===== src/common/figurePkg.sv =====
package figurePkg;

  localparam int xWidth = 10;
  localparam int yWidth = 9;

  typedef logic [xWidth-1:0] pixelX;
  typedef logic [yWidth-1:0] pixelY;

  typedef struct packed {
    logic [7:0] red;
    logic [7:0] green;
    logic [7:0] blue;
  } rgbColour;

  localparam int numParts = 5;

  // layer order, higher index is drawn in front
  localparam int partPants = 0;
  localparam int partBody  = 1;
  localparam int partArmL  = 2;
  localparam int partArmR  = 3;
  localparam int partHead  = 4;

  // geometry relative to the figure anchor, indexed by layer
  localparam int partOffsetX [numParts] = '{0, 0, -20, 95, 0};
  localparam int partOffsetY [numParts] = '{160, 90, 80, 75, 0};
  localparam int partWidth   [numParts] = '{100, 100, 20, 25, 100};
  localparam int partHeight  [numParts] = '{40, 70, 60, 60, 90};
  localparam int partCut     [numParts] = '{4, 0, 3, 3, 12};

  localparam rgbColour partColour [numParts] = '{
    24'h2c3e9a,  // pants
    24'hf0f0e8,  // body
    24'hd09868,  // left arm
    24'hc88c5c,  // right arm
    24'hf2c8a0   // head
  };

endpackage


===== src/spriteBlock/spriteShape.sv =====
module spriteShape #(
  parameter int width = 16,
  parameter int height = 16,
  parameter int cornerCut = 0,
  parameter figurePkg::rgbColour baseColour = '0
) (
  input  figurePkg::pixelX    relX,
  input  figurePkg::pixelY    relY,
  output logic                inMask,
  output figurePkg::rgbColour shade
);

  // cut square limits, right and bottom squares start at size - cut
  localparam figurePkg::pixelX cutLeft   = figurePkg::pixelX'(cornerCut);
  localparam figurePkg::pixelX cutRight  = figurePkg::pixelX'(width - cornerCut);
  localparam figurePkg::pixelY cutTop    = figurePkg::pixelY'(cornerCut);
  localparam figurePkg::pixelY cutBottom = figurePkg::pixelY'(height - cornerCut);

  localparam figurePkg::pixelX lastCol = figurePkg::pixelX'(width - 1);
  localparam figurePkg::pixelY lastRow = figurePkg::pixelY'(height - 1);

  localparam figurePkg::rgbColour halfColour = '{
    red:   baseColour.red >> 1,
    green: baseColour.green >> 1,
    blue:  baseColour.blue >> 1
  };

  logic inLeft;
  logic inRight;
  logic inTop;
  logic inBottom;
  logic onBorder;

  // with cornerCut 0 the right/bottom tests only pass outside the box
  assign inLeft   = relX < cutLeft;
  assign inRight  = relX >= cutRight;
  assign inTop    = relY < cutTop;
  assign inBottom = relY >= cutBottom;

  assign inMask = !((inLeft || inRight) && (inTop || inBottom));

  assign onBorder = (relX == '0) || (relX == lastCol) ||
                    (relY == '0) || (relY == lastRow);

  assign shade = onBorder ? halfColour : baseColour;  // outline at half intensity

endmodule


===== src/spriteBlock/spriteBlock.sv =====
module spriteBlock #(
  parameter int offsetX = 0,
  parameter int offsetY = 0,
  parameter int width = 16,
  parameter int height = 16,
  parameter int cornerCut = 0,
  parameter figurePkg::rgbColour baseColour = '0
) (
  input  logic                clk,
  input  logic                rstN,
  input  logic                enable,
  input  logic                motionEn,
  input  figurePkg::pixelX    pixX,
  input  figurePkg::pixelY    pixY,
  input  figurePkg::pixelX    curX,
  input  figurePkg::pixelY    curY,
  input  figurePkg::pixelX    initX,
  input  figurePkg::pixelY    initY,
  output logic                hit,
  output figurePkg::rgbColour colour
);

  figurePkg::pixelX    anchorX;
  figurePkg::pixelY    anchorY;
  figurePkg::pixelX    cornerX;
  figurePkg::pixelY    cornerY;
  figurePkg::pixelX    relX;
  figurePkg::pixelY    relY;
  logic                inBox;
  logic                inMask;
  logic                hitNext;
  figurePkg::rgbColour shade;

  // moving figure follows cur, otherwise parked at init
  assign anchorX = motionEn ? curX : initX;
  assign anchorY = motionEn ? curY : initY;

  // negative offsets wrap modulo the coordinate width
  assign cornerX = anchorX + figurePkg::pixelX'(offsetX);
  assign cornerY = anchorY + figurePkg::pixelY'(offsetY);

  assign relX = pixX - cornerX;  // points left of the corner wrap high and fail the box
  assign relY = pixY - cornerY;

  assign inBox = (relX < figurePkg::pixelX'(width)) &&
                 (relY < figurePkg::pixelY'(height));

  spriteShape #(
    .width(width),
    .height(height),
    .cornerCut(cornerCut),
    .baseColour(baseColour)
  ) shape (
    .relX(relX),
    .relY(relY),
    .inMask(inMask),
    .shade(shade)
  );

  assign hitNext = enable && inBox && inMask;

  always_ff @(posedge clk or negedge rstN) begin
    if (!rstN) begin
      hit <= 1'b0;
    end else begin
      hit <= hitNext;
    end
  end

  always_ff @(posedge clk) begin
    colour <= hitNext ? shade : '0;
  end

endmodule


===== src/design/figureCompositor.sv =====
module figureCompositor #(
  parameter int numLayers = figurePkg::numParts
) (
  input  logic                 clk,
  input  logic                 rstN,
  input  logic [numLayers-1:0] layerHit,
  input  figurePkg::rgbColour  layerColour [numLayers],
  output logic                 pixValid,
  output figurePkg::rgbColour  pixColour
);

  logic                pickValid;
  figurePkg::rgbColour pickColour;

  // later iterations overwrite, so the highest set layer is kept
  always_comb begin
    pickValid  = 1'b0;
    pickColour = '0;
    for (int i = 0; i < numLayers; i++) begin
      if (layerHit[i]) begin
        pickValid  = 1'b1;
        pickColour = layerColour[i];
      end
    end
  end

  always_ff @(posedge clk or negedge rstN) begin
    if (!rstN) begin
      pixValid  <= 1'b0;
      pixColour <= '0;
    end else begin
      pixValid  <= pickValid;
      pixColour <= pickColour;  // zero when nothing covers the pixel
    end
  end

endmodule


===== src/design/drawFigure.sv =====
module drawFigure (
  input  logic                clk,
  input  logic                rstN,
  input  logic                enable,
  input  logic                motionEn,
  input  figurePkg::pixelX    pixX,
  input  figurePkg::pixelY    pixY,
  input  figurePkg::pixelX    curX,
  input  figurePkg::pixelY    curY,
  input  figurePkg::pixelX    initX,
  input  figurePkg::pixelY    initY,
  output logic                pixValid,
  output figurePkg::rgbColour pixColour
);

  logic [figurePkg::numParts-1:0] layerHit;
  figurePkg::rgbColour            layerColour [figurePkg::numParts];

  spriteBlock #(
    .offsetX(figurePkg::partOffsetX[figurePkg::partPants]),
    .offsetY(figurePkg::partOffsetY[figurePkg::partPants]),
    .width(figurePkg::partWidth[figurePkg::partPants]),
    .height(figurePkg::partHeight[figurePkg::partPants]),
    .cornerCut(figurePkg::partCut[figurePkg::partPants]),
    .baseColour(figurePkg::partColour[figurePkg::partPants])
  ) pantsPart (
    .*,
    .hit(layerHit[figurePkg::partPants]),
    .colour(layerColour[figurePkg::partPants])
  );

  spriteBlock #(
    .offsetX(figurePkg::partOffsetX[figurePkg::partBody]),
    .offsetY(figurePkg::partOffsetY[figurePkg::partBody]),
    .width(figurePkg::partWidth[figurePkg::partBody]),
    .height(figurePkg::partHeight[figurePkg::partBody]),
    .cornerCut(figurePkg::partCut[figurePkg::partBody]),
    .baseColour(figurePkg::partColour[figurePkg::partBody])
  ) bodyPart (
    .*,
    .hit(layerHit[figurePkg::partBody]),
    .colour(layerColour[figurePkg::partBody])
  );

  spriteBlock #(
    .offsetX(figurePkg::partOffsetX[figurePkg::partArmL]),
    .offsetY(figurePkg::partOffsetY[figurePkg::partArmL]),
    .width(figurePkg::partWidth[figurePkg::partArmL]),
    .height(figurePkg::partHeight[figurePkg::partArmL]),
    .cornerCut(figurePkg::partCut[figurePkg::partArmL]),
    .baseColour(figurePkg::partColour[figurePkg::partArmL])
  ) armLPart (
    .*,
    .hit(layerHit[figurePkg::partArmL]),
    .colour(layerColour[figurePkg::partArmL])
  );

  spriteBlock #(
    .offsetX(figurePkg::partOffsetX[figurePkg::partArmR]),
    .offsetY(figurePkg::partOffsetY[figurePkg::partArmR]),
    .width(figurePkg::partWidth[figurePkg::partArmR]),
    .height(figurePkg::partHeight[figurePkg::partArmR]),
    .cornerCut(figurePkg::partCut[figurePkg::partArmR]),
    .baseColour(figurePkg::partColour[figurePkg::partArmR])
  ) armRPart (
    .*,
    .hit(layerHit[figurePkg::partArmR]),
    .colour(layerColour[figurePkg::partArmR])
  );

  // head sits on the top layer
  spriteBlock #(
    .offsetX(figurePkg::partOffsetX[figurePkg::partHead]),
    .offsetY(figurePkg::partOffsetY[figurePkg::partHead]),
    .width(figurePkg::partWidth[figurePkg::partHead]),
    .height(figurePkg::partHeight[figurePkg::partHead]),
    .cornerCut(figurePkg::partCut[figurePkg::partHead]),
    .baseColour(figurePkg::partColour[figurePkg::partHead])
  ) headPart (
    .*,
    .hit(layerHit[figurePkg::partHead]),
    .colour(layerColour[figurePkg::partHead])
  );

  figureCompositor #(
    .numLayers(figurePkg::numParts)
  ) compositor (
    .clk(clk),
    .rstN(rstN),
    .layerHit(layerHit),
    .layerColour(layerColour),
    .pixValid(pixValid),
    .pixColour(pixColour)
  );

endmodule


===== config.mk =====
export PLATFORM = sky130hd
export DESIGN_NAME = drawFigure
export DESIGN_NICKNAME = d
export VERILOG_FILES = /design/src/common/figurePkg.sv /design/src/spriteBlock/spriteShape.sv /design/src/spriteBlock/spriteBlock.sv /design/src/design/figureCompositor.sv /design/src/design/drawFigure.sv
export SDC_FILE = /design/constraint.sdc
export NUM_CORES = 1
export LEC_CHECK = 0
export BUFFER_PORTS_ARGS = -buffer_cell sky130_fd_sc_hd__buf_2
export CAP_MARGIN = 30
export CELL_PAD_IN_SITES_DETAIL_PLACEMENT = 1
export CELL_PAD_IN_SITES_GLOBAL_PLACEMENT = 2
export CORE_ASPECT_RATIO = 0.5
export CORE_MARGIN = 8
export CORE_UTILIZATION = 38
export CTS_BUF_LIST = sky130_fd_sc_hd__clkbuf_4 sky130_fd_sc_hd__clkbuf_8
export CTS_CLUSTER_DIAMETER = 40
export DETAILED_ROUTE_END_ITERATION = 16
export PLACE_DENSITY_LB_ADDON = 0.1
export SETUP_SLACK_MARGIN = 0.15
export SLEW_MARGIN = 30
export SYNTH_ARGS = -nofsm -noshare
export SYNTH_HDL_FRONTEND = slang
export SYNTH_SLANG_ARGS = --single-unit

===== constraint.sdc =====
create_clock -name clk -period 2 [get_ports clk]
set_input_delay 0.6 -clock clk [delete_from_list [all_inputs] [get_ports clk]]
set_output_delay 0.6 -clock clk [all_outputs]
set_load 0.05 [all_outputs]

==> results.yml, run 1 <==
outcome:
  outcome: "finished with violations"
  violations: "setup timing"
synth:
  synth_flop_cell: "dfrtp_1"
  syn_avg_cell_area_um2: 8.56
  yosys.cell_types.count: 71
  ys_seq_area_share_pct: 18.5
  netlist_area_um2: 5150
  syn-num-nets: 742
  synthArstFlopShare_pct: 63.4
  ys_seq_elements: 41
  synthAdderAreaFrac_pct: 22.0
  synth_xor_area_share_pct: 8.96
  yosys_warnings: 0
  synthCells: 602
  synth_top_family_by_area: "adder cells"
  synth_edf_count: 0
  synthMuxAreaShare_pct: 5.71
  synth_compound_area_share_pct: 20.9
  post_synth_and_or_nand_nor_area_fraction_pct: 16.6
finish:
  insertedDiodeCount: 0
  area_growth_pct: 60.0
  multiInputGateArea_um2: 4620
  fin_cells: 1059
  regArea_um2: 951
  nFillCells: 1559
  layout.nets: 1022
  drive_gt1_share_pct: 48.7
cts:
  clockRootBuffer: "clkbuf_8"
  cts_buffers: 5
  tritoncts: "built"
  clockBufferDepth: 2
  cts_num_sinks: 41
  clkLatencyLatePin_ns: 0.29
  htree_levels: 2
  clkSlewWorstSetupHoldPaths_ns: 0.08
  cts_hold_buf: 0
global_routing:
  gr-total-overflow: 0
  grt_max_degree: 27
  grt_pass1_wl_um: 31100
  grt_pass1_vias: 6230
  antenna_found_initial: 0
  grt_use_total_pct: 21.4
critical_path:
  cpMostUsedCell: "buf_6"
  critPathSlowestCell: "fa_1"
  worstPathCellList: "buf_6, buf_12, mux2i_4, ha_4, inv_2, fa_1, buf_6, nor2b_2, or3_4, xnor2_4, and3_4, buf_4, a21o_1, a311o_1, nor3_2"
  timing.rr.start: "armLPart.hit"
  worstRegToRegCells: 4
  slowest_delay_ns: 0.53
  worst_setup_path_start_kind: "primary input"
  reg2reg_to: "compositor.pixColour[10]"
  endpoint_kind: "flip-flop"
  worst-path-buf-inv: 5
  cp_max_fo: 8
  critical_path_required_ns: 2.21
  worst-setup-path-type: "in2reg"
  r2r_slack_ns: 0.57
  arrival_ns: 3.66
  critPathTopFamily: "simple AND/OR/NAND/NOR gates"
placement:
  port_buffers: 85
  hpwlAfterDp_um: 15800
  place_congestion: 0.875
  dp.cells: 1030
  place_ws_ns: -1.84
floorplan:
  die-area_um2: 17800
  die_height_um: 98.3
  start_util_pct: 38.5
  coreArea_um2: 13400
  num_rows: 30
  die_x_um: 181
  boundaryPins: 86
timing:
  hold_viol_final: 0
  max_freq_mhz: 290
  finalSetupViolations: 20
  relSlewSlack_pct: 61.9
  period_minus_slack_ns: 3.45
  finalClockSkew_ns: 0.00711
  worst_slew_pin_slew_ns: 0.572
  setup_ws_ns: -1.45
  rsz0062_at_grt: "yes"
  hold_ws_ns: 0.296
  finalCritPeriodShare_pct: 172
  slew_violations: 0
power:
  irDropWorstVdd_uv: 440
  intPower_mw: 3.24
  p_clk_share_pct: 14.5
  power_density_nw_per_um2: 665
  power_frac_comb_pct: 70.2
  netSwitchingPower_mw: 2.25
  switching_share_pct: 41.0
  power_frac_seq_pct: 15.3
  p_leak_nw: 4.09
route:
  avgViaCountPerCell: 5.27
  wl_per_cell_um: 19.1
  drt-initial-drc-count: 222
  routed_wl_um: 20300
  route.vias.total: 5577
  ant_nets: 0
  drc: 0
  dr.pass1.iters: 4
worst_hold_path:
  hp-class: "in2async"
job:
  drv_cap: 0
[sequential cells by signal (all words and copies together), names as in the netlist]
register	flops
compositor.pixValid	1
armRPart.colour	3
headPart.colour	3
compositor.pixColour	20
armLPart.colour	3
armLPart.hit	1
armRPart.hit	1
bodyPart.hit	1
pantsPart.colour	3
bodyPart.colour	3
headPart.hit	1
pantsPart.hit	1
[layout by cell type, fill, tap and decap left out, types with 12 or more instances in the layout]
cell type | Yosys | final
nor2_1 | 30 | 27
dfrtp_1 | 26 | 26
buf_2 | 3 | 84
a21oi_1 | 36 | 29
ha_1 | 60 | 44
o21ai_0 | 21 | 17
xnor2_1 | 31 | 22
nand2_1 | 40 | 38
buf_4 | 4 | 198
mux2i_1 | 26 | 12
dfxtp_1 | 15 | 15
inv_1 | 76 | 69
[power by group through the flow]
| stage | Clock (mW) | Combinational, mW | Sequential (mW) |
|---|---|---|---|
| 2_1_floorplan | 0 | 1.66 | 0.875 |
| 3_3_place_gp | 0 | 2.97 | 0.858 |
| 3_5_place_dp | 0 | 3.07 | 0.859 |
| 4_1_cts | 0.812 | 3.43 | 0.841 |
| 5_1_grt | 0.861 | 4.11 | 0.842 |
| 6_report | 0.794 | 3.85 | 0.841 |
[cells in the mapped netlist, types with 5 or more instances]
cell | number | area (um2)
a21o_1 | 10 | 75.1
mux2i_1 | 26 | 260
nor3b_1 | 8 | 60.1
nand2_1 | 40 | 150
clkbuf_1 | 8 | 30.0
dfxtp_1 | 15 | 300
nand3_1 | 9 | 45.0
ha_1 | 60 | 751
xnor2_1 | 31 | 272
nand2b_1 | 6 | 37.5
nor4_1 | 5 | 31.3
and3_1 | 10 | 62.6
a31oi_1 | 6 | 37.5
o21a_1 | 5 | 37.5
nor2b_1 | 12 | 75.1
o31ai_1 | 6 | 45.0
inv_1 | 76 | 285
a21oi_1 | 36 | 180
o21ai_0 | 21 | 105
xor2_1 | 10 | 87.6
o221ai_1 | 5 | 43.8
nor2_1 | 30 | 113
o211ai_1 | 10 | 75.1
fa_1 | 19 | 380
nor3_1 | 13 | 65.1
o21bai_1 | 8 | 60.1
dfrtp_1 | 26 | 651
a211oi_1 | 6 | 45.0
[metal layers]
| layer | part of all wire, % | wire length [um] | GRT usage [%] | vias up |
|---|---|---|---|---|
| met2 | 52 | 10600 | 40.5 | 113 |
| met5 | 0 | 0 | 0 | - |
| met1 | 43 | 8620 | 24.5 | 2762 |
| met4 | 1.5 | 300 | 5.11 | 0 |
| met3 | 3.8 | 778 | 4.04 | 31 |
| li1 | - | - | - | 2671 |
[layout make-up]
type                    count  share of cell area [%]
inverters                  76                    3.46
multi-input cells         467                    56.0
clock buffers               5                   0.835
clock inverters             3                   0.835
flip-flops and latches     41                    11.5
repair buffers            291                    24.6
well taps                 176                    2.67
[stage by stage]
step                      utilization, %  total power, mW  area [um2]  setup TNS (ns)
after CTS                           58.6             5.08        7850          -26.35
after global routing                61.5             5.81        8240          -28.96
after floorplan                        -             2.54        5310          -26.07
final                               61.5             5.48        8240          -26.60
after global placement              54.1             3.82        7240          -32.93
after detailed placement            54.1             3.93        7240          -34.52
[logic make-up after synthesis]
kind of cell / count (synthesis)
compound gates: 153
xor+xnor: 46
fa+ha+maj: 79
buf+inv: 94
flops: 41
mux: 28
simple gates: 161
[how the worst max path moves through the flow]
stage	slack, ns	depth (start not counted)	startpoint	end
final	-1.45	15	motionEn	armLPart.colour[21]
after global routing	-1.55	17	motionEn	armLPart.colour[21]
after CTS	-1.44	14	motionEn	armLPart.colour[20]
after detailed placement	-1.84	14	motionEn	pantsPart.colour[6]
after global placement	-1.79	15	motionEn	armRPart.colour[21]
after floorplan	-1.52	12	motionEn	armLPart.colour[20]
[timing repair]
| action | CTS | global route |
|---|---|---|
| setup buffers | 12 | 9 |
| pin swaps | 36 | 28 |
| hold endpoints to repair | 0 | 0 |
| setup endpoints to repair | 20 | 20 |
| gates resized for setup | 81 | 59 |
Note: power is estimated with default switching activity, not from simulation.
==> run 2: changes to the inputs <==
- CORE_UTILIZATION: 38 -> 35
==> results.yml, run 2 (same netlist as run 1, synthesis figures left out) <==
outcome:
  outcome: "finished with violations"
  violations: "setup timing"
finish:
  area_growth_pct: 55.6
  largest_reg_flops: 20
  finalInstanceArea_um2: 8020
  layout_commonest_cell: "buf_4"
  drive_gt1_share_pct: 46.2
  insertedDiodeCount: 0
  final_cell_mix: "buf_4, buf_2, inv_1, ha_1, nand2_1"
  nFillCells: 1721
  largest_register: "compositor.pixColour"
  layout.nets: 1010
  fin_util_pct: 55.6
route:
  wl_per_cell_um: 17.5
  ant_nets: 0
  avgViaCountPerCell: 5.01
  drc: 0
  dr.pass1.iters: 4
  drt-initial-drc-count: 146
  routed_wl_um: 18800
  route.vias.total: 5359
floorplan:
  die-area_um2: 19100
  num_rows: 31
  start_util_pct: 35.7
  boundaryPins: 86
  coreArea_um2: 14400
  die_x_um: 188
  die_height_um: 102
timing:
  setup_ws_ns: -1.39
  finalCritPeriodShare_pct: 169
  max_freq_mhz: 295
  hold_viol_final: 0
  period_minus_slack_ns: 3.39
  finalSetupViolations: 20
  relSlewSlack_pct: 62.7
  rsz0062_at_grt: "yes"
  worst_slew_pin_slew_ns: 0.559
  hold_ws_ns: 0.275
  tns_ns: -24.69
  finalClockSkew_ns: 0.0168
  slew_violations: 0
critical_path:
  endpoint_kind: "flip-flop"
  critical_path_required_ns: 2.23
  worstPathCellList: "buf_12, mux2i_4, ha_2, inv_2, fa_1, and3b_2, or3_4, xnor2_2, and3_4, or3_1, a311o_1, nor3b_2"
  critPathSlowestCell: "fa_1"
  arrival_ns: 3.62
  cp_max_fo: 7
  slowest_delay_ns: 0.55
  worst_setup_path_start_kind: "primary input"
  worst-setup-path-type: "in2reg"
global_routing:
  grt_pass1_vias: 5952
  gr-total-overflow: 0
  grt_pass1_wl_um: 29600
  antenna_found_initial: 0
  grt_use_total_pct: 19.2
  grt_max_degree: 27
job:
  drv_cap: 0
placement:
  place_congestion: 0.876
  placed_cell_area_um2: 7220
  port_buffers: 85
  place_ws_ns: -1.96
  hpwlAfterDp_um: 15400
cts:
  clockRootBuffer: "clkbuf_8"
  clkSlewWorstSetupHoldPaths_ns: 0.09
  htree_levels: 2
  clkLatencyLatePin_ns: 0.31
  cts_buffers: 5
  cts_num_sinks: 41
  cts_hold_buf: 0
  clockBufferDepth: 2
  tritoncts: "built"
power:
  p_leak_nw: 4.00
  irDropWorstVdd_uv: 221
  power_density_nw_per_um2: 615
worst_hold_path:
  hp-class: "in2async"
==> run 2: changes by cell type in the layout (fill, tap and decap cells not counted), sizes merged <==
cell      before  now
buf          291  279
bufinv         2    0
clkinv         0    2
clkinvlp       0    1
inv           77   76
==> run 2: power by group <==
part,internal (mW),switching [mW]
Clock,0.241,0.299
Combinational,1.77,1.78
Sequential,0.834,0.00648
Total,2.85,2.08
==> run 2: cell type report <==
cell class | count | area [um2] | area share (%)
inverter | 76 | 285 | 3.56
sequential | 41 | 951 | 11.9
clock buffer | 5 | 68.8 | 0.858
tap | 198 | 248 | 3.09
clock inverter | 3 | 17.5 | 0.218
multi-input combinational | 467 | 4500 | 56.2
timing repair buffer | 279 | 1940 | 24.2
==> run 2: what timing repair did <==
item,in CTS,in global routing
endpoints found under the setup margin,20,20
endpoints found under the hold margin,0,0
setup buffers,13,5
pin swaps,35,11
resized for setup,82,34
==> run 2: layer usage <==
metal / global-route usage [%] / up-vias / wire (um)
met5: 0 / - / 0
met4: 5.35 / 0 / 412
met3: 3.44 / 31 / 787
met2: 35.2 / 105 / 9270
met1: 22.9 / 2572 / 8290
li1: - / 2651 / -
==> run 2: path summary, 6_finish.rpt <==
| kind | from | to | slack, ns | depth (start not counted) |
|---|---|---|---|---|
| setup / recovery | motionEn | armLPart.colour[20] | -1.39 | 12 |
| hold reg to reg | headPart.colour[17] | compositor.pixColour[7] | 0.54 | 2 |
| setup reg to reg | armLPart.hit | compositor.pixColour[10] | 0.49 | 4 |
| hold / removal | rstN | armLPart.hit | 0.27 | 1 |
| max in group asynchronous | rstN | compositor.pixColour[1] | 1.34 | 1 |
| min in group clk | headPart.colour[17] | compositor.pixColour[7] | 0.54 | 2 |
==> run 2: metrics by stage <==
step	power, mW	std cells
floorplan	2.54	602
global placement	3.80	1043
detailed placement	3.87	1043
CTS	4.71	1064
global route	5.28	1069
finish	4.93	1069
==> run 2: critical path: cells and delay by family <==
kind / cells / cell delay [ns]
buffers and inverters: 2 / 0.15
adder cells (fa/ha/maj): 2 / 0.76
XOR/XNOR: 1 / 0.16
AND/OR/NAND/NOR: 5 / 1.36
multiplexers: 1 / 0.23
AO/OA/AOI/OAI: 1 / 0.33
==> run 3: changes to the inputs <==
- CORE_MARGIN: 8 -> default
- TNS_END_PERCENT: default -> 1
==> results.yml, run 3 (same netlist as run 1, synthesis figures left out) <==
timing:
  hold_ws_ns: 0.305
  finalSetupViolations: 20
  finalCritPeriodShare_pct: 173
  slew_violations: 0
  rsz0062_at_grt: "yes"
  relSlewSlack_pct: 61.2
  setup_ws_ns: -1.47
  finalClockSkew_ns: 0.00570
  hold_viol_final: 0
  period_minus_slack_ns: 3.47
  worst_slew_pin_slew_ns: 0.577
  max_freq_mhz: 288
route:
  drc: 0
  route.vias.total: 5312
  avgViaCountPerCell: 5.01
  ant_nets: 0
  drt-initial-drc-count: 181
  wl_per_cell_um: 16.4
  routed_wl_um: 17400
  dr.pass1.iters: 4
worst_hold_path:
  hp-class: "in2async"
cts:
  tritoncts: "built"
  clkSlewWorstSetupHoldPaths_ns: 0.08
  htree_levels: 2
  clkLatencyLatePin_ns: 0.28
  cts_buffers: 5
  cts_num_sinks: 41
  clockRootBuffer: "clkbuf_8"
  clockBufferDepth: 2
  cts_hold_buf: 0
job:
  drv_cap: 0
finish:
  insertedDiodeCount: 0
  area_growth_pct: 50.9
  largest_reg_flops: 20
  layout.nets: 1008
  drive_gt1_share_pct: 41.8
  layout_commonest_cell: "buf_4"
  final_cell_mix: "buf_4, buf_2, inv_1, ha_1, nand2_1"
  largest_register: "compositor.pixColour"
global_routing:
  met2_usage_pct: 44.8
  use_met1_pct: 30.8
  grt_use_total_pct: 23.7
  antenna_found_initial: 0
  grt_max_degree: 27
  grt_pass1_wl_um: 28700
  grt_pass1_vias: 5705
  grt_busiest_layer: "met2"
  use_met3_pct: 1.74
  gr-total-overflow: 0
critical_path:
  endpoint_kind: "flip-flop"
  worst_setup_path_start_kind: "primary input"
  worstPathCellList: "buf_6, buf_12, buf_4, mux2i_2, inv_1, fa_1, and3b_1, or3_4, xnor2_1, and3_4, or3_1, a311o_1, nor3b_2"
  cp_max_fo: 5
  critPathSlowestCell: "fa_1"
  timing.rr.start: "armLPart.hit"
  worstRegToRegCells: 4
  reg2reg_to: "compositor.pixColour[10]"
  critical_path_required_ns: 2.21
  worst-setup-path-type: "in2reg"
  slowest_delay_ns: 0.52
  arrival_ns: 3.67
  r2r_slack_ns: 0.57
power:
  power_density_nw_per_um2: 622
  totalPowerFinal_mw: 4.84
  p_leak_nw: 3.96
  irDropWorstVdd_uv: 376
placement:
  hpwlAfterDp_um: 14800
  place_congestion: 0.898
  port_buffers: 85
floorplan:
  coreArea_um2: 14000
  num_rows: 30
  die_x_um: 174
  start_util_pct: 36.9
  boundaryPins: 86
  die-area_um2: 15200
  die_height_um: 87.8
outcome:
  outcome: "finished with violations"
  violations: "setup timing"
[run 3: cell count changes in the layout (fill, tap and decap cells not counted), sizes merged]
| cell | before | now |
|---|---|---|
| buf | 279 | 276 |
| bufbuf | 0 | 1 |
| bufinv | 0 | 1 |
| clkbuf | 5 | 7 |
| clkinv | 2 | 0 |
| clkinvlp | 1 | 0 |
[run 3: critical path: cells and delay by family]
kind | cells | cell delay (ns)
simple gates | 5 | 1.33
fa+ha+maj | 1 | 0.52
buf+inv | 4 | 0.48
compound gates | 1 | 0.33
xor+xnor | 1 | 0.16
mux | 1 | 0.25
[run 3: final cells by class]
cell class | instances | area [um2]
Sequential cell | 41 | 951
Clock inverter | 1 | 30.0
Fill cell | 1674 | 6190
Tap cell | 192 | 240
Multi-Input combinational cell | 467 | 4250
Inverter | 76 | 285
Timing Repair Buffer | 277 | 1920
Clock buffer | 7 | 90.1
[run 3: layer usage]
layer	part of all wire (%)	vias to the layer above	routed length [um]
li1	-	2653	-
met1	48	2561	8380
met2	48	88	8420
met3	2.5	10	437
met4	0.80	0	139
met5	0	-	0
[run 3: metrics by stage]
stage	util, %	instances	TNS, ns	cell area [um2]	setup WS (ns)
global route	55.7	1061	-29.79	7770	-1.60
global placement	51.6	1049	-36.63	7210	-2.05
detailed placement	51.6	1049	-38.25	7210	-2.14
finish	55.7	1061	-27.15	7770	-1.47
floorplan	-	602	-27.20	5220	-1.52
CTS	54.9	1061	-26.77	7670	-1.44
[run 3: how the worst max path moves through the flow]
stage / endpoint / slack, ns / start
global route: pantsPart.colour[6] / -1.60 / motionEn
CTS: armRPart.hit / -1.44 / motionEn
finish: armLPart.colour[20] / -1.47 / motionEn
detailed placement: armRPart.colour[21] / -2.14 / motionEn
global placement: armRPart.colour[21] / -2.05 / motionEn
floorplan: armLPart.colour[20] / -1.52 / motionEn
[run 3: timing repair]
action,CTS,global route
hold endpoints to repair,0,0
gates resized for setup,58,20
buffers inserted,3,0
setup endpoints to repair,20,20
pin swaps,21,9
gates cloned,1,0
[run 3: power by group]
group / switching (mW) / internal (mW)
Combinational: 1.66 / 1.66
Clock: 0.262 / 0.420
Sequential: 0.00642 / 0.835
